<file path="config.mk">
export PLATFORM = sky130hd
export DESIGN_NAME = arcade_io_top
export DESIGN_NICKNAME = d
export VERILOG_FILES = /design/src/arcade_pkg.sv /design/src/ps2_rx.sv /design/src/key_event_buffer.sv /design/src/control_mapper.sv /design/src/sigma_delta_dac.sv /design/src/arcade_io_top.sv
export SDC_FILE = /design/constraint.sdc
export NUM_CORES = 1
export LEC_CHECK = 0
export ABC_CLOCK_PERIOD_IN_PS = 5900
export BUFFER_PORTS_ARGS = -buffer_cell sky130_fd_sc_hd__buf_2
export CAP_MARGIN = 10
export CORE_MARGIN = 4
export CORE_UTILIZATION = 65
export CTS_CLUSTER_DIAMETER = 120
export DETAILED_ROUTE_END_ITERATION = 8
export HOLD_SLACK_MARGIN = 0.1
export PLACE_DENSITY = 0.84
export SLEW_MARGIN = 15
export SYNTH_ARGS = -nofsm -noshare
export SYNTH_HDL_FRONTEND = slang
export SYNTH_HIERARCHICAL = 1
export SYNTH_SLANG_ARGS = --single-unit
</file>
<file path="constraint.sdc">
create_clock -name clk_sys -period 5.9 [get_ports clk_sys]
set_clock_uncertainty 0.15 [all_clocks]
set_input_delay 0.295 -clock clk_sys [delete_from_list [all_inputs] [get_ports clk_sys]]
set_output_delay 0.295 -clock clk_sys [all_outputs]
set_load 0.02 [all_outputs]
</file>
<file path="src/arcade_pkg.sv">
// Shared key-event and control types plus PS/2 scan codes, imported by the keyboard and control path
package arcade_pkg;

	// ==============================
	// Key event
	// ==============================

	// One decoded keyboard event as it leaves the PS/2 receiver
	// The prefixes are already folded into the two flag bits
	typedef struct packed {
		// Scan code of the key itself, never a prefix byte
		logic [7:0] code;
		// An E0 prefix came before the code
		logic       ext;
		// An F0 prefix came before the code, so the key was released
		logic       brk;
	} key_event_t;

	// ==============================
	// Game controls
	// ==============================

	// Control vector handed to the game core, one bit per input, active high
	// The mapper also keeps its held-key state in this shape (before rotation)
	typedef struct packed {
		logic up;
		logic down;
		logic left;
		logic right;
		logic fire;
		logic bomb;
		logic start1;
		logic start2;
		logic coin;
	} controls_t;

	// ==============================
	// Scan codes, set 2
	// ==============================

	// Prefix bytes that modify the next code
	localparam logic [7:0] SC_PREFIX_EXT = 8'hE0;
	localparam logic [7:0] SC_PREFIX_BRK = 8'hF0;

	// Arrow keys, all of them only valid behind an E0 prefix
	// Without the prefix these codes are keypad keys and mean nothing here
	localparam logic [7:0] SC_UP    = 8'h75;
	localparam logic [7:0] SC_DOWN  = 8'h72;
	localparam logic [7:0] SC_LEFT  = 8'h6B;
	localparam logic [7:0] SC_RIGHT = 8'h74;

	// Space bar fires, left control drops a bomb
	localparam logic [7:0] SC_FIRE = 8'h29;
	localparam logic [7:0] SC_BOMB = 8'h14;

	// Number row keys 1 and 2 start the game for one or two players
	localparam logic [7:0] SC_START1 = 8'h16;
	localparam logic [7:0] SC_START2 = 8'h1E;

	// Key 5 inserts a coin, as on most arcade front ends
	localparam logic [7:0] SC_COIN = 8'h2E;

endpackage

</file>
<file path="src/ps2_rx.sv">
// PS/2 keyboard receiver that decodes frames into key events and pushes them against a credit count
`timescale 1ns/10ps

module ps2_rx import arcade_pkg::*; #(
	parameter int EVT_DEPTH  = 4,
	parameter int PS2_FILTER = 4
) (
	input  logic       clk_sys,
	input  logic       rst_n,
	input  logic       ps2_clk,
	input  logic       ps2_data,
	input  logic       credit,
	output logic       evt_push,
	output key_event_t evt,
	output logic       drop,
	output logic       parity_err
);

	// Filter counter only needs to reach PS2_FILTER-1
	localparam int FLT_W = (PS2_FILTER > 1) ? $clog2(PS2_FILTER) : 1;
	// Credit counter holds 0 up to EVT_DEPTH inclusive
	localparam int CRD_W = $clog2(EVT_DEPTH + 1);

	logic [1:0]       clk_sync;
	logic [1:0]       data_sync;
	logic             clk_flt;
	logic [FLT_W-1:0] flt_cnt;
	logic             flt_settle;
	logic             ps2_fall;
	logic [3:0]       bit_cnt;
	logic [9:0]       shift;
	logic             frame_done;
	logic             frame_ok;
	logic [7:0]       code;
	logic             pend_ext;
	logic             pend_brk;
	logic [CRD_W-1:0] credit_cnt;
	logic             do_push;

	// ==============================
	// Line synchroniser and filter
	// ==============================

	// Both lines idle high, so the flops come out of reset high too
	always_ff @(posedge clk_sys or negedge rst_n) begin
		if (!rst_n) begin
			clk_sync  <= 2'b11;
			data_sync <= 2'b11;
		end else begin
			clk_sync  <= {clk_sync[0], ps2_clk};
			data_sync <= {data_sync[0], ps2_data};
		end
	end

	// The filtered clock follows only after the synced level has differed for PS2_FILTER cycles
	assign flt_settle = (clk_sync[1] != clk_flt) && (flt_cnt == FLT_W'(PS2_FILTER - 1));
	// A settle while the filtered clock is still high is a falling edge
	assign ps2_fall = flt_settle && clk_flt;

	always_ff @(posedge clk_sys or negedge rst_n) begin
		if (!rst_n) begin
			clk_flt <= 1'b1;
			flt_cnt <= '0;
		end else if (clk_sync[1] == clk_flt) begin
			// Glitch shorter than the window, start counting again
			flt_cnt <= '0;
		end else if (flt_settle) begin
			clk_flt <= clk_sync[1];
			flt_cnt <= '0;
		end else begin
			flt_cnt <= flt_cnt + 1'b1;
		end
	end

	// ==============================
	// Frame shifter
	// ==============================

	// Bit 10 is the stop bit, sampled on the last falling edge of the frame
	assign frame_done = ps2_fall && (bit_cnt == 4'd10);

	// Counter waits at zero until a low start bit shows, which also resyncs after a bad frame
	always_ff @(posedge clk_sys or negedge rst_n) begin
		if (!rst_n) begin
			bit_cnt <= '0;
		end else if (ps2_fall) begin
			if (frame_done)
				bit_cnt <= '0;
			else if (bit_cnt != 4'd0 || !data_sync[1])
				bit_cnt <= bit_cnt + 4'd1;
		end
	end

	// Data arrives LSB first, after ten shifts start sits in bit 0 and parity in bit 9
	always_ff @(posedge clk_sys) begin
		if (ps2_fall && !frame_done)
			shift <= {data_sync[1], shift[9:1]};
	end

	assign code = shift[8:1];
	// Start low, stop high (still on the data line now) and odd parity over data plus parity bit
	assign frame_ok = !shift[0] && data_sync[1] && (^shift[9:1]);

	// Only a real code is pushed, and only while a buffer slot is known to be free
	assign do_push = frame_done && frame_ok && (code != SC_PREFIX_EXT) &&
		(code != SC_PREFIX_BRK) && (credit_cnt != '0);

	// ==============================
	// Prefix folding and credits
	// ==============================

	always_ff @(posedge clk_sys or negedge rst_n) begin
		if (!rst_n) begin
			pend_ext   <= 1'b0;
			pend_brk   <= 1'b0;
			evt_push   <= 1'b0;
			drop       <= 1'b0;
			parity_err <= 1'b0;
			credit_cnt <= CRD_W'(EVT_DEPTH);
		end else begin
			evt_push <= do_push;
			// A returned credit and a push in the same cycle cancel out
			credit_cnt <= credit_cnt + CRD_W'(credit) - CRD_W'(do_push);
			if (frame_done) begin
				if (!frame_ok) begin
					// Bad frame also poisons any prefix collected so far
					parity_err <= 1'b1;
					pend_ext   <= 1'b0;
					pend_brk   <= 1'b0;
				end else if (code == SC_PREFIX_EXT) begin
					pend_ext <= 1'b1;
				end else if (code == SC_PREFIX_BRK) begin
					pend_brk <= 1'b1;
				end else begin
					pend_ext <= 1'b0;
					pend_brk <= 1'b0;
					// The keyboard cannot be stalled, so a code without credit is lost
					if (credit_cnt == '0)
						drop <= 1'b1;
				end
			end
		end
	end

	// Event payload is loaded together with the push strobe
	always_ff @(posedge clk_sys) begin
		if (do_push) begin
			evt.code <= code;
			evt.ext  <= pend_ext;
			evt.brk  <= pend_brk;
		end
	end

endmodule

</file>
<file path="src/key_event_buffer.sv">
// Circular key-event FIFO between the PS/2 receiver and the control mapper, sized by the credit count
`timescale 1ns/10ps

module key_event_buffer import arcade_pkg::*; #(
	parameter int EVT_DEPTH = 4
) (
	input  logic       clk_sys,
	input  logic       rst_n,
	input  logic       evt_push,
	input  key_event_t evt,
	input  logic       credit,
	output key_event_t head,
	output logic       head_valid
);

	localparam int PTR_W = (EVT_DEPTH > 1) ? $clog2(EVT_DEPTH) : 1;
	localparam int CNT_W = $clog2(EVT_DEPTH + 1);

	key_event_t       mem [EVT_DEPTH];
	logic [PTR_W-1:0] wr_ptr;
	logic [PTR_W-1:0] rd_ptr;
	logic [CNT_W-1:0] occupancy;

	// Pointers wrap at EVT_DEPTH, so depths that are not a power of two work as well
	function automatic logic [PTR_W-1:0] ptr_inc(input logic [PTR_W-1:0] ptr);
		if (ptr == PTR_W'(EVT_DEPTH - 1))
			return '0;
		return ptr + 1'b1;
	endfunction

	// Storage, written on every push
	// There is no full check here, the producer never holds more credits than slots
	always_ff @(posedge clk_sys) begin
		if (evt_push)
			mem[wr_ptr] <= evt;
	end

	// The credit pulse from the mapper is the pop
	always_ff @(posedge clk_sys or negedge rst_n) begin
		if (!rst_n) begin
			wr_ptr    <= '0;
			rd_ptr    <= '0;
			occupancy <= '0;
		end else begin
			if (evt_push)
				wr_ptr <= ptr_inc(wr_ptr);
			if (credit)
				rd_ptr <= ptr_inc(rd_ptr);
			occupancy <= occupancy + CNT_W'(evt_push) - CNT_W'(credit);
		end
	end

	// Oldest entry straight from storage, valid one cycle after its push
	assign head       = mem[rd_ptr];
	assign head_valid = (occupancy != '0);

endmodule

</file>
<file path="src/control_mapper.sv">
// Turns key events into held-key state and the game's control vector, with optional 90 degree rotation
`timescale 1ns/10ps

module control_mapper import arcade_pkg::*; (
	input  logic       clk_sys,
	input  logic       rst_n,
	input  key_event_t head,
	input  logic       head_valid,
	input  logic       rotate,
	output logic       credit,
	output controls_t  controls
);

	// Held keys in unrotated order, so held.up is the up arrow key itself
	controls_t held;
	controls_t held_nxt;
	controls_t mapped;
	logic      make;

	// Every valid head is consumed at once, which keeps the producer topped up with credits
	assign credit = head_valid;

	// A make event presses the key, a break event releases it
	assign make = !head.brk;

	// ==============================
	// Key decode
	// ==============================

	// Code and ext flag must both match, so keypad 8 (75 without E0) is not the up arrow
	always_comb begin
		held_nxt = held;
		if (head_valid) begin
			case ({head.ext, head.code})
				{1'b1, SC_UP}:     held_nxt.up     = make;
				{1'b1, SC_DOWN}:   held_nxt.down   = make;
				{1'b1, SC_LEFT}:   held_nxt.left   = make;
				{1'b1, SC_RIGHT}:  held_nxt.right  = make;
				{1'b0, SC_FIRE}:   held_nxt.fire   = make;
				{1'b0, SC_BOMB}:   held_nxt.bomb   = make;
				{1'b0, SC_START1}: held_nxt.start1 = make;
				{1'b0, SC_START2}: held_nxt.start2 = make;
				{1'b0, SC_COIN}:   held_nxt.coin   = make;
				// Anything else is popped and forgotten
				default: ;
			endcase
		end
	end

	// ==============================
	// Rotation
	// ==============================

	// For a monitor turned by 90 degrees the joystick directions turn with it
	// Buttons pass through untouched
	always_comb begin
		mapped = held_nxt;
		if (rotate) begin
			mapped.up    = held_nxt.left;
			mapped.down  = held_nxt.right;
			mapped.left  = held_nxt.down;
			mapped.right = held_nxt.up;
		end
	end

	// Both registers load from the next state, so controls moves in the cycle after the pop
	// A change on rotate alone also shows one cycle later
	always_ff @(posedge clk_sys or negedge rst_n) begin
		if (!rst_n) begin
			held     <= '0;
			controls <= '0;
		end else begin
			held     <= held_nxt;
			controls <= mapped;
		end
	end

endmodule

</file>
<file path="src/sigma_delta_dac.sv">
// First-order sigma-delta DAC that turns a signed 8-bit audio sample into a one-bit stream
`timescale 1ns/10ps

module sigma_delta_dac (
	input  logic              clk_sys,
	input  logic              rst_n,
	input  logic signed [7:0] sample,
	output logic              dac_bit
);

	// Offset binary level, silence (0) sits at mid scale 128
	logic [7:0] level;
	// Bit 8 is the carry of the last add, bits 7..0 carry the error forward
	logic [8:0] acc;

	// Flipping the sign bit moves -128..127 onto 0..255
	assign level = {~sample[7], sample[6:0]};

	// The remainder is kept and the carry is dropped before the next add,
	// so over 256 cycles exactly level carries come out
	always_ff @(posedge clk_sys or negedge rst_n) begin
		if (!rst_n)
			acc <= '0;
		else
			acc <= {1'b0, acc[7:0]} + {1'b0, level};
	end

	// Carry is a flop output, no logic between it and the pin
	assign dac_bit = acc[8];

endmodule

</file>
<file path="src/arcade_io_top.sv">
// Top level of the keyboard control and audio path, instantiated by the board wrapper or the testbench
`timescale 1ns/10ps

module arcade_io_top import arcade_pkg::*; #(
	parameter int EVT_DEPTH  = 4,
	parameter int PS2_FILTER = 4
) (
	input  logic              clk_sys,
	input  logic              rst_n,
	input  logic              ps2_clk,
	input  logic              ps2_data,
	input  logic              rotate,
	input  logic signed [7:0] audio,
	output controls_t         controls,
	output logic              drop,
	output logic              parity_err,
	output logic              audio_l,
	output logic              audio_r
);

	// Event channel between receiver, buffer and mapper
	logic       evt_push;
	key_event_t evt;
	key_event_t head;
	logic       head_valid;
	// One pulse pops the buffer and hands a slot back to the receiver
	logic       credit;
	logic       dac_bit;

	// ==============================
	// Keyboard path
	// ==============================

	ps2_rx #(
		.EVT_DEPTH  (EVT_DEPTH),
		.PS2_FILTER (PS2_FILTER)
	) ps2_rx_i (
		.clk_sys    (clk_sys),
		.rst_n      (rst_n),
		.ps2_clk    (ps2_clk),
		.ps2_data   (ps2_data),
		.credit     (credit),
		.evt_push   (evt_push),
		.evt        (evt),
		.drop       (drop),
		.parity_err (parity_err)
	);

	key_event_buffer #(
		.EVT_DEPTH (EVT_DEPTH)
	) evt_buf_i (
		.clk_sys    (clk_sys),
		.rst_n      (rst_n),
		.evt_push   (evt_push),
		.evt        (evt),
		.credit     (credit),
		.head       (head),
		.head_valid (head_valid)
	);

	control_mapper mapper_i (
		.clk_sys    (clk_sys),
		.rst_n      (rst_n),
		.head       (head),
		.head_valid (head_valid),
		.rotate     (rotate),
		.credit     (credit),
		.controls   (controls)
	);

	// ==============================
	// Audio path
	// ==============================

	sigma_delta_dac dac_i (
		.clk_sys (clk_sys),
		.rst_n   (rst_n),
		.sample  (audio),
		.dac_bit (dac_bit)
	);

	// The game is mono, both channels carry the same stream
	assign audio_l = dac_bit;
	assign audio_r = dac_bit;

endmodule

</file>
# == Word level (Yosys, flattened, before mapping) ==
# Memory sizes are Yosys's and may differ from the RTL's.
# Cells that the tools add are included.
# word_totals
memories,1
out_inout_bits,13
ram_bits,40
reg_bits,68
# op_classes
addsub,9
n_reduce_logical,32
eq_ne,21
mux,31
bitwise_logic,5
# mem_list
memory,words,width,read_ports,rd_clocked_by_memory_dff,wr,line,source
evt_buf_i.mem,4,10,1,0,1,key_event_buffer.sv:19,key_event_t mem [EVT_DEPTH];
# op_table
op,count
$eq 9x9->1 const B,4
$eq 9x5->1 const B,3
$mux 1,21
$reduce_and 2->1,10
$eq 9x6->1 const B,2
$eq 8x8->1 const B,2
$ne 8x8->1 const B,2
$mux 2,6
$mux 4,3
$logic_and 1x1->1,10
$add 8x8->9,1
$mux 9,1
$reduce_xor 9->1,1
$add 2x1->2 const B,3
$add 3x1->3,2
$eq 2x2->1 const B,3
$reduce_bool 3->1,2
$sub 3x1->3,2
$not 1->1,5
$reduce_and 5->1,1
$add 4x1->4 const B,1
$eq 4x4->1 const B,1
$logic_not 1->1,4
$reduce_bool 4->1,1
7 further kinds,7

# == Logic depth before layout (Yosys ltp) ==
# Gate-level depths: netlist of the first run.
# logic_depth
depth_word,9
depth_mapped,11
ltp_nobuf,11

# == Hierarchy ==
# The synthesis of the first run kept the hierarchy.
# by_module_without_submodules
mod,cells_each,instances,area_per_inst_um2
key_event_buffer,87,1,1853.0
ps2_rx,111,1,1655.3
control_mapper,88,1,819.5
sigma_delta_dac,50,1,553.0
arcade_io_top,1,1,7.5

# == Least setup slack after synthesis of the first run ==
# OpenSTA, ideal clock, no wires.
# synth_timing
kind,reg2reg
start,register ps2_rx_i.shift[1]
end,register ps2_rx_i.credit_cnt[1]
path_buffers,0
stages_incl_launch_ff,11
setup_time_ps,135
slack_ps,2717
arrival_ps,2897
cell_sequence,edfxtp_1 inv_1 ha_1 xnor3_2 xnor2_4 nand3b_2 nor3_2 ha_1 inv_1 ha_1 fa_1
# synth_via
elab_chain_len,7
# synth_rtl
item,line,source
"start, declared",ps2_rx.sv:31,logic [9:0] shift;
"start signal, assigned",ps2_rx.sv:97,"shift <= {data_sync[1], shift[9:1]};"
$reduce_xor 9->1,ps2_rx.sv:102,assign frame_ok = !shift[0] && data_sync[1] && (^shift[9:1]);
$logic_and 1x1->1,ps2_rx.sv:102,
$logic_and 1x1->1 (2 in series),ps2_rx.sv:105,assign do_push = frame_done && frame_ok && (code != SC_PREFIX_EXT) &&
$logic_and 1x1->1 *,ps2_rx.sv:105,
$logic_and 1x1->1 *,ps2_rx.sv:106,(code != SC_PREFIX_BRK) && (credit_cnt != '0);
named net ps2_rx_i.do_push,ps2_rx.sv:38,logic do_push;
$sub 3x1->3 *,ps2_rx.sv:123,credit_cnt <= credit_cnt + CRD_W'(credit) - CRD_W'(do_push);
"end signal, assigned",ps2_rx.sv:119,credit_cnt <= CRD_W'(EVT_DEPTH);
"end signal, assigned",ps2_rx.sv:123,
"end, declared",ps2_rx.sv:37,logic [CRD_W-1:0] credit_cnt;
# Mark *: on every way through the listed nets, which the timed path passes. The rest lies on a longest branch.
# A chain may end at the register's enable or synchronous reset.

# == Final worst setup path of the first run ==
# Ends and elaborated chain as after synthesis.

==> results.toml, run 1 <==
[run_status]
status = "completed"

[synth]
synth_warnings = 6
synth.yosys.seq_area_share = 0.6158
cell_area_after_technology_mapping_um2 = 4888
post_syn_area_per_cell_um2 = 14.51
async_reset_ff_frac = 0.4444
post_synth_edffs = 60
synth_seq_cells = 108
syn_nets = 379
synth_cell_types = 63
post_synth_inst_count = 337
postSynth.topFlopCell = "sky130_fd_sc_hd__edfxtp_1"

[drt]
first_pass_iters = 6
1st_iter_drt_viols = 105
wl_per_cell_um = 16.03
drc = 0
ant_nets = 0
detail_route.vias_per_cell = 5.648
routed_wirelength_um = 7552
routed-via-count = 2660

[cts]
ctsLongestPathBuffers = 2
cts_root_buf = "sky130_fd_sc_hd__clkbuf_8"
post_cts_resize_count = 0
clock-sinks = 108
deepest_level_of_the_cts_h_tree = 3
cts_tree = "built"
clk_pin_slew_worst_paths_ns = 0.10
cts_buffers = 9
clock_latency_ns = 0.36

[placement]
routabilityCongestion = 0.8335
detailed_place.area_um2 = 5060
portBuffers = 25
dpl_hpwl_um = 5293

[sta]
slew_headroom = 0.4028
finalSetupTns_ns = 0
timing.final.setup_violations = 0
worst-slew-pin-transition_ns = 0.8910
timing.final.crit_share = 0.6008
hold_viol = 0
clock.fmax_mhz = 282.1
final-max-slew-violation-count = 0
post-route-min-period_ns = 3.545
rsz_0062_raised_after_global_routing = "no"

[floorplanning]
std_cell_rows = 31
initial_core_utilization = 0.6704
dieWidth_um = 94.72
y_dimension_of_the_die_um = 94.72
io_pins = 26
die_area_um2 = 8972
placeableCoreArea_um2 = 7292

[min_path]
worstHoldPathType = "input pin to flop"

[critical_path]
timing_worst_setup_path_type = "flop to flop"
worst_setup_path_end_kind = "flop"
worstSetupStartpointType = "flop"
crit_arrival_ns = 3.63
crit_path_max_fanout = 12
data_required_time_at_the_worst_endpoint_ns = 5.99

[pwr]
cellLeakagePower_nw = 2.147
max-vdd-ir-drop_mv = 0.2364
power_density_nw_per_um2 = 303.1

[grt]
global_route.usage.met2 = 0.3235
grt_max_degree = 49
track_usage = 0.1871
globalRoute.busiestLayer = "met2"
number_of_global_route_vias_before_repair = 2727
antenna_violations_before_repair = 0
grt.met3_usage = 0.03665
met1_usage = 0.2276
grt_first_pass_wirelength_um = 12740
total_global_routing_overflow = 0

[layout]
seq_area_um2 = 3010
final_layout_size_suffix_gt1_frac = 0.2043
layout_commonest_cell = "sky130_fd_sc_hd__edfxtp_1"
final_cell_area_um2 = 5326
synthToLayoutAreaGrowth_pct = 8.958
mostFrequentLayoutCells = "60 x sky130_fd_sc_hd__edfxtp_1, 42 x sky130_fd_sc_hd__dfrtp_1, 35 x sky130_fd_sc_hd__inv_1"
multi_input_comb_area_um2 = 1665
fin_nets = 409
diodes = 0
fillerInstances = 490

[job]
maxCapViolations = 0
[synth_stat cells (2+ instances only)]
cell,number,area [um^2]
sky130_fd_sc_hd__nor4_1,5,31.28
sky130_fd_sc_hd__buf_4,7,52.55
sky130_fd_sc_hd__mux2i_1,11,110.1
sky130_fd_sc_hd__a21oi_1,7,35.03
sky130_fd_sc_hd__inv_1,35,131.4
sky130_fd_sc_hd__nand3_1,6,30.03
sky130_fd_sc_hd__xor2_1,3,26.28
sky130_fd_sc_hd__nor2b_1,4,25.02
sky130_fd_sc_hd__nand2_1,11,41.29
sky130_fd_sc_hd__a311o_1,2,20.02
sky130_fd_sc_hd__buf_2,2,10.01
sky130_fd_sc_hd__o211ai_1,3,22.52
sky130_fd_sc_hd__nor3_1,6,30.03
sky130_fd_sc_hd__o21bai_1,2,15.01
sky130_fd_sc_hd__ha_1,26,325.3
sky130_fd_sc_hd__and2_1,4,25.02
sky130_fd_sc_hd__nor2_1,13,48.80
sky130_fd_sc_hd__a31oi_1,3,18.77
sky130_fd_sc_hd__nand3b_1,4,30.03
sky130_fd_sc_hd__xnor2_1,6,52.55
sky130_fd_sc_hd__mux4_2,8,180.2
sky130_fd_sc_hd__a21o_1,4,30.03
sky130_fd_sc_hd__dfrtp_1,42,1051
sky130_fd_sc_hd__nand2b_1,5,31.28
sky130_fd_sc_hd__fa_1,3,60.06
sky130_fd_sc_hd__mux4_1,2,52.55
sky130_fd_sc_hd__nor3b_1,2,15.01
sky130_fd_sc_hd__dfstp_2,6,157.7
sky130_fd_sc_hd__edfxtp_1,60,1802
sky130_fd_sc_hd__mux2_2,5,56.30
sky130_fd_sc_hd__o21ai_0,8,40.04
[path summary, 6_finish.rpt]
check                                                from                                to  slack [ns]  cells after the start
min reg2reg                ps2_rx_i/clk_sync[0]$_DFF_PN1_    ps2_rx_i/clk_sync[1]$_DFF_PN1_        0.21                      0
max in group asynchronous                           rst_n     ps2_rx_i/pend_ext$_DFFE_PN0P_        4.86                      2
min                                              audio[2]            dac_i/acc[2]$_DFF_PN0_        0.16                      3
max reg2reg                   ps2_rx_i/shift[1]$_DFFE_PP_  ps2_rx_i/credit_cnt[1]$_DFF_PN0_        2.36                     10
min in group asynchronous                           rst_n            dac_i/acc[4]$_DFF_PN0_        0.31                      2
max                           ps2_rx_i/shift[1]$_DFFE_PP_  ps2_rx_i/credit_cnt[1]$_DFF_PN0_        2.36                     10
[layout make-up]
type,instances,share of cell area
flip-flops and latches,108,0.5652
multi-input cells,182,0.3127
repair buffers,30,0.03336
inverters,36,0.02537
clock buffers,9,0.02326
well taps,99,0.02326
clock inverters,7,0.01691
[worst max-delay path, stage by stage, from the launching register on]
cell and delay, ns:
sky130_fd_sc_hd__edfxtp_1 0.40, sky130_fd_sc_hd__inv_1 0.06, sky130_fd_sc_hd__ha_1 0.27, sky130_fd_sc_hd__xnor3_2 0.45
sky130_fd_sc_hd__xnor2_4 0.21, sky130_fd_sc_hd__nand3b_2 0.14, sky130_fd_sc_hd__nor3_2 0.76, sky130_fd_sc_hd__ha_1 0.38
sky130_fd_sc_hd__inv_1 0.06, sky130_fd_sc_hd__ha_1 0.15, sky130_fd_sc_hd__fa_1 0.41
[routing by layer]
layer	wire length, um	vias to the layer above	part of all wire
li1	-	1288	-
met1	3264	1322	0.43
met2	3968	42	0.53
met3	214	8	0.028
met4	104	0	0.014
met5	0	-	0
[logic make-up after synthesis]
group	count (synthesis)	share of synthesized area
fa+ha+maj	29	0.07883
buf+inv	47	0.04351
xor+xnor	12	0.02995
compound gates	39	0.05734
mux	26	0.08165
flops	108	0.6158
simple gates	76	0.09291
[registers in the layout, indices dropped and copies added, names as in the netlist]
name                 count
evt_buf_i/mem           40
ps2_rx_i/evt            10
ps2_rx_i/shift          10
dac_i/acc                9
mapper_i/held            9
mapper_i/controls        4
ps2_rx_i/bit_cnt         4
evt_buf_i/occupancy      3
ps2_rx_i/credit_cnt      3
evt_buf_i/rd_ptr         2
evt_buf_i/wr_ptr         2
ps2_rx_i/clk_sync        2
ps2_rx_i/data_sync       2
ps2_rx_i/flt_cnt         2
ps2_rx_i/clk_flt         1
ps2_rx_i/drop            1
ps2_rx_i/evt_push        1
ps2_rx_i/parity_err      1
ps2_rx_i/pend_brk        1
ps2_rx_i/pend_ext        1
[stage by stage]
| stage | worst slack [ns] | hold WS (ns) | std cells | total power [mW] | utilization |
|---|---|---|---|---|---|
| 3_5_place_dp | 2.348 | 0.1973 | 450 | 1.154 | 0.6939 |
| 2_1_floorplan | 2.717 | -0.1506 | 337 | 1.099 | - |
| 6_report | 2.355 | 0.1645 | 471 | 1.615 | 0.7304 |
| 4_1_cts | 2.303 | 0.1415 | 471 | 1.629 | 0.7301 |
| 5_1_grt | 2.134 | 0.1774 | 471 | 1.703 | 0.7304 |
| 3_3_place_gp | 2.480 | 0.1966 | 450 | 1.141 | 0.6939 |
[power breakdown]
group / internal [mW] / switching (mW)
clock: 0.237 / 0.235
combinational: 0.126 / 0.145
sequential: 0.847 / 0.0247
[timing repair]
| action | in CTS | in global routing |
|---|---|---|
| hold buffers | 5 | 0 |
| setup buffers | 0 | 0 |
| endpoints found under the setup margin | 0 | 0 |
| hold endpoints to repair | 46 | 0 |
(Power assumes the default switching activity.)
==> run 2, diff against run 1 <==
- ABC_CLOCK_PERIOD_IN_PS: 5900 -> 3000
- CORE_UTILIZATION: 65 -> 55
- PLACE_DENSITY: 0.84 -> 0.76
- clock period: 5.9 -> 3 ns (I/O delays scaled with it)
==> results.toml, run 2 (synthesized netlist as in run 1, its figures left out) <==
[floorplanning]
placeableCoreArea_um2 = 8678
dieWidth_um = 102.3
die_area_um2 = 10460
y_dimension_of_the_die_um = 102.3
io_pins = 26
std_cell_rows = 34
initial_core_utilization = 0.5633

[critical_path]
worst_setup_path_end_kind = "flop"
timing_worst_setup_path_type = "flop to flop"
crit_arrival_ns = 2.97
reg2reg_setup_slack_ns = 0.16
worstSetupStartpointType = "flop"
rr_endpoint = "ps2_rx_i/credit_cnt[2]$_DFF_PN1_"
critical_path_cell_by_cell = "inv_1 -> ha_1 -> xnor3_2 -> xnor2_4 -> nand3b_2 -> nor3_4 -> ha_1 -> inv_1 -> ha_1 -> fa_1 -> xnor2_1"
data_required_time_at_the_worst_endpoint_ns = 3.13
r2r_start = "ps2_rx_i/shift[2]$_DFFE_PP_"
worst_path_largest_cell_delay_ns = 0.46
critPathTopFamily = "adder cells"
slowest_stage = "sky130_fd_sc_hd__xnor3_2"
r2r_cells = 11
cpMostUsedCell = "sky130_fd_sc_hd__ha_1"
crit_path_max_fanout = 3
worstPathBufferInverterCount = 2

[layout]
fin_nets = 425
fillerInstances = 650
final_core_utilization = 0.6280
mostFrequentLayoutCells = "60 x sky130_fd_sc_hd__edfxtp_1, 41 x sky130_fd_sc_hd__dfrtp_1, 35 x sky130_fd_sc_hd__inv_1"
layout_commonest_cell = "sky130_fd_sc_hd__edfxtp_1"
diodes = 0
final_cell_area_um2 = 5450
reg_top3 = "evt_buf_i/mem (40), ps2_rx_i/evt (10), ps2_rx_i/shift (10)"
synthToLayoutAreaGrowth_pct = 11.49
layout.cells.non_filler = 496
regMostFlops = "evt_buf_i/mem"
max_ffs_per_register = 40
final_layout_size_suffix_gt1_frac = 0.2320

[grt]
track_usage = 0.1563
total_global_routing_overflow = 0
number_of_global_route_vias_before_repair = 2795
grt_first_pass_wirelength_um = 12640
grt_max_degree = 49
antenna_violations_before_repair = 0

[drt]
wl_per_cell_um = 14.86
first_pass_iters = 4
routed-via-count = 2706
detail_route.vias_per_cell = 5.456
1st_iter_drt_viols = 79
routed_wirelength_um = 7371
ant_nets = 0
drc = 0

[cts]
ctsLongestPathBuffers = 2
clock_latency_ns = 0.36
cts_tree = "built"
deepest_level_of_the_cts_h_tree = 3
clk_pin_slew_worst_paths_ns = 0.10
cts_root_buf = "sky130_fd_sc_hd__clkbuf_8"
clock-sinks = 108
cts_buffers = 9

[sta]
final-max-slew-violation-count = 0
clock.fmax_mhz = 352.4
setup_ws_ns = 0.1625
timing.final.crit_share = 0.9458
post-route-min-period_ns = 2.838
slew_headroom = 0.5886
hold_slack_ns = 0.1525
worst-slew-pin-transition_ns = 0.6171
rsz_0062_raised_after_global_routing = "yes"
timing.final.setup_violations = 0
hold_viol = 0
finalSetupTns_ns = 0

[min_path]
min_from = "audio[5]"
whs_path_depth = 5
min_delay_worst_endpoint = "dac_i/acc[7]$_DFF_PN0_"
worstHoldPathType = "input pin to flop"

[placement]
portBuffers = 25
dpl.cell_count = 465
routabilityCongestion = 0.7348
dpl_hpwl_um = 5193
detailed_place.area_um2 = 5122
placement.setup.worst_slack_ns = 0.1282

[run_status]
status = "completed"

[pwr]
cellLeakagePower_nw = 2.261
power_density_nw_per_um2 = 564.2
max-vdd-ir-drop_mv = 0.2819
total_power_consumption_mw = 3.075

[job]
maxCapViolations = 0
[run 2: changes by cell type in the layout (fill, tap and decap cells not counted), moves of 2 or more]
cell / previous run / this run
sky130_fd_sc_hd__dlygate4sd3_1: 5 / 11
sky130_fd_sc_hd__buf_4: 1 / 11
sky130_fd_sc_hd__inv_6: 1 / 4
sky130_fd_sc_hd__clkinv_1: 2 / 0
sky130_fd_sc_hd__bufinv_16: 2 / 0
[run 2: worst max-delay path by stage]
| stage | startpoint | to | slack (ns) | depth (start not counted) |
|---|---|---|---|---|
| final | ps2_rx_i/shift[2]$_DFFE_PP_ | ps2_rx_i/credit_cnt[2]$_DFF_PN1_ | 0.16 | 11 |
| after global routing | ps2_rx_i/shift[2]$_DFFE_PP_ | ps2_rx_i/credit_cnt[2]$_DFF_PN1_ | -0.005 | 11 |
| after CTS | evt_buf_i/rd_ptr[0]$_DFFE_PN0P_ | mapper_i/controls[8]$_DFF_PN0_ | 0.11 | 6 |
| after detailed placement | evt_buf_i/rd_ptr[0]$_DFFE_PN0P_ | mapper_i/controls[6]$_DFF_PN0_ | 0.13 | 6 |
| after global placement | evt_buf_i/rd_ptr[0]$_DFFE_PN0P_ | mapper_i/held[2]$_DFFE_PN0P_ | 0.19 | 5 |
| after floorplan | ps2_rx_i/shift[1]$_DFFE_PP_ | ps2_rx_i/credit_cnt[1]$_DFF_PN0_ | 0.05 | 10 |
[run 2: what timing repair did]
| action | CTS | global route |
|---|---|---|
| hold endpoints to repair | 54 | 0 |
| hold buffers | 11 | 0 |
| gates resized for setup | 0 | 2 |
| buffers inserted | 0 | 4 |
| setup endpoints to repair | 0 | 4 |
[run 2: final cells by class]
type                    count  area (um^2)  share of cell area
flip-flops and latches    108         3012              0.5526
multi-input cells         182         1674              0.3072
repair buffers             46        312.8             0.05739
inverters                  36        135.1             0.02479
well taps                 108        135.1             0.02479
clock buffers               9        123.9             0.02273
clock inverters             7        57.56             0.01056
[run 2: where the power goes]
| part | internal (mW) | total (mW) | switching [mW] |
|---|---|---|---|
| clock | 0.316 | 0.815 | 0.499 |
| combinational | 0.259 | 0.547 | 0.288 |
| sequential | 1.67 | 1.71 | 0.0467 |
| total | 2.24 | 3.07 | 0.833 |
[run 2: worst min-delay path: cells and delay by family]
kind,cells,cell delay (ns)
AO/OA/AOI/OAI,2,0.14
buffers and inverters,1,0.08
AND/OR/NAND/NOR,1,0.09
adder cells (fa/ha/maj),1,0.15
[run 2: per-layer routing]
layer | GRT usage | part of all wire
met4 | 0.06054 | 0.0066
met5 | 0 | 0
met1 | 0.1975 | 0.44
met3 | 0.02457 | 0.035
met2 | 0.2714 | 0.52
==> run 3, diff against run 2 <==
- RECOVER_POWER: default -> 100
==> results.toml, run 3 (synthesized netlist as in run 1, its figures left out) <==
[run_status]
status = "completed"

[floorplanning]
io_pins = 26
die_area_um2 = 10460
y_dimension_of_the_die_um = 102.3
std_cell_rows = 34
initial_core_utilization = 0.5633
dieWidth_um = 102.3
placeableCoreArea_um2 = 8678

[critical_path]
worstPathBufferInverterCount = 2
worst_setup_path_end_kind = "flop"
critical_path_cell_by_cell = "inv_1 -> ha_1 -> xnor3_2 -> xnor2_4 -> nand3b_2 -> nor3_4 -> ha_1 -> inv_1 -> ha_1 -> fa_1 -> xnor2_1"
slowest_stage = "sky130_fd_sc_hd__xnor3_2"
worstSetupStartpointType = "flop"
timing_worst_setup_path_type = "flop to flop"
rr_endpoint = "ps2_rx_i/credit_cnt[2]$_DFF_PN1_"
reg2reg_setup_slack_ns = 0.17
worst_path_largest_cell_delay_ns = 0.46
cpMostUsedCell = "sky130_fd_sc_hd__ha_1"
data_required_time_at_the_worst_endpoint_ns = 3.13
r2r_cells = 11
crit_path_max_fanout = 3
crit_arrival_ns = 2.96
r2r_start = "ps2_rx_i/shift[2]$_DFFE_PP_"
critPathTopFamily = "adder cells"

[layout]
regMostFlops = "evt_buf_i/mem"
final_cell_area_um2 = 5416
fin_nets = 425
max_ffs_per_register = 40
layout_commonest_cell = "sky130_fd_sc_hd__edfxtp_1"
diodes = 0
synthToLayoutAreaGrowth_pct = 10.80
final_layout_size_suffix_gt1_frac = 0.1881
final_core_utilization = 0.6241
mostFrequentLayoutCells = "60 x sky130_fd_sc_hd__edfxtp_1, 41 x sky130_fd_sc_hd__dfrtp_1, 35 x sky130_fd_sc_hd__inv_1"
reg_top3 = "evt_buf_i/mem (40), ps2_rx_i/evt (10), ps2_rx_i/shift (10)"

[placement]
dpl_hpwl_um = 5193
routabilityCongestion = 0.7348
portBuffers = 25
placement.setup.worst_slack_ns = 0.1282
detailed_place.area_um2 = 5122

[sta]
post-route-min-period_ns = 2.827
timing.final.crit_share = 0.9424
timing.final.setup_violations = 0
worst-slew-pin-transition_ns = 1.191
setup_ws_ns = 0.1728
rsz_0062_raised_after_global_routing = "yes"
hold_slack_ns = 0.1543
hold_viol = 0
slew_headroom = 0.2058
clock.fmax_mhz = 353.7
final-max-slew-violation-count = 0

[drt]
1st_iter_drt_viols = 90
wl_per_cell_um = 14.97
routed-via-count = 2699
ant_nets = 0
drc = 0
first_pass_iters = 4
detail_route.vias_per_cell = 5.442
routed_wirelength_um = 7424

[grt]
antenna_violations_before_repair = 0
grt_first_pass_wirelength_um = 12640
number_of_global_route_vias_before_repair = 2795
grt_max_degree = 49
total_global_routing_overflow = 0
track_usage = 0.1563

[min_path]
worstHoldPathType = "input pin to flop"
whs_path_depth = 5
min_delay_worst_endpoint = "dac_i/acc[7]$_DFF_PN0_"
min_from = "audio[5]"

[cts]
deepest_level_of_the_cts_h_tree = 3
clk_pin_slew_worst_paths_ns = 0.10
clock_latency_ns = 0.36
cts_tree = "built"
ctsLongestPathBuffers = 2
cts_root_buf = "sky130_fd_sc_hd__clkbuf_8"
cts_buffers = 9
clock-sinks = 108

[pwr]
power_density_nw_per_um2 = 565.5
cellLeakagePower_nw = 2.196
max-vdd-ir-drop_mv = 0.2827

[job]
maxCapViolations = 0
run 3: repair_timing:
action	4_1_cts	5_1_grt
endpoints found under the setup margin	0	4
endpoints found under the hold margin	54	0
hold buffers	11	0
resized for setup	0	2
buffers inserted	0	4
run 3: area by class of cell:
cell class	instances	area (um^2)
inverter	36	135.1
clock inverter	7	57.56
clock buffer	9	123.9
timing repair buffer	46	290.3
tap	108	135.1
sequential	108	3012
fill	661	3262
multi-input combinational	182	1663
run 3: tightest hold or removal path, stage by stage:
cell                       delay [ns]
sky130_fd_sc_hd__buf_2           0.08
sky130_fd_sc_hd__ha_1            0.14
sky130_fd_sc_hd__a21oi_1         0.06
sky130_fd_sc_hd__nand4_1         0.09
sky130_fd_sc_hd__o211ai_1        0.09
run 3: power breakdown:
group          internal [mW]  leakage [nW]  switching [mW]  total [mW]
combinational          0.250         0.921           0.283       0.533
clock                  0.316        0.0950           0.501       0.817
sequential              1.67          1.18          0.0468        1.71
total                   2.23          2.20           0.831        3.06
run 3: how the worst max path moves through the flow:
stage          depth (start not counted)                            start  slack, ns                          endpoint
2_1_floorplan                         10      ps2_rx_i/shift[1]$_DFFE_PP_       0.05  ps2_rx_i/credit_cnt[1]$_DFF_PN0_
3_3_place_gp                           5  evt_buf_i/rd_ptr[0]$_DFFE_PN0P_       0.19      mapper_i/held[2]$_DFFE_PN0P_
3_5_place_dp                           6  evt_buf_i/rd_ptr[0]$_DFFE_PN0P_       0.13    mapper_i/controls[6]$_DFF_PN0_
4_1_cts                                6  evt_buf_i/rd_ptr[0]$_DFFE_PN0P_       0.11    mapper_i/controls[8]$_DFF_PN0_
5_1_grt                               11      ps2_rx_i/shift[2]$_DFFE_PP_     -0.005  ps2_rx_i/credit_cnt[2]$_DFF_PN1_
6_report                              11      ps2_rx_i/shift[2]$_DFFE_PP_       0.17  ps2_rx_i/credit_cnt[2]$_DFF_PN1_
run 3: routing by layer:
metal / part of all wire / global-route usage / wire [um]
met5: 0 / 0 / 0
met4: 0.013 / 0.06054 / 95
met3: 0.038 / 0.02457 / 284
met2: 0.51 / 0.2714 / 3751
met1: 0.44 / 0.1975 / 3291
run 3: metrics by stage:
| step | power, mW | TNS (ns) | cells |
|---|---|---|---|
| floorplan | 2.162 | 0 | 337 |
| global placement | 2.248 | 0 | 465 |
| detailed placement | 2.273 | 0 | 465 |
| CTS | 3.095 | 0 | 492 |
| global route | 3.237 | -0.004860 | 496 |
| finish | 3.063 | 0 | 496 |
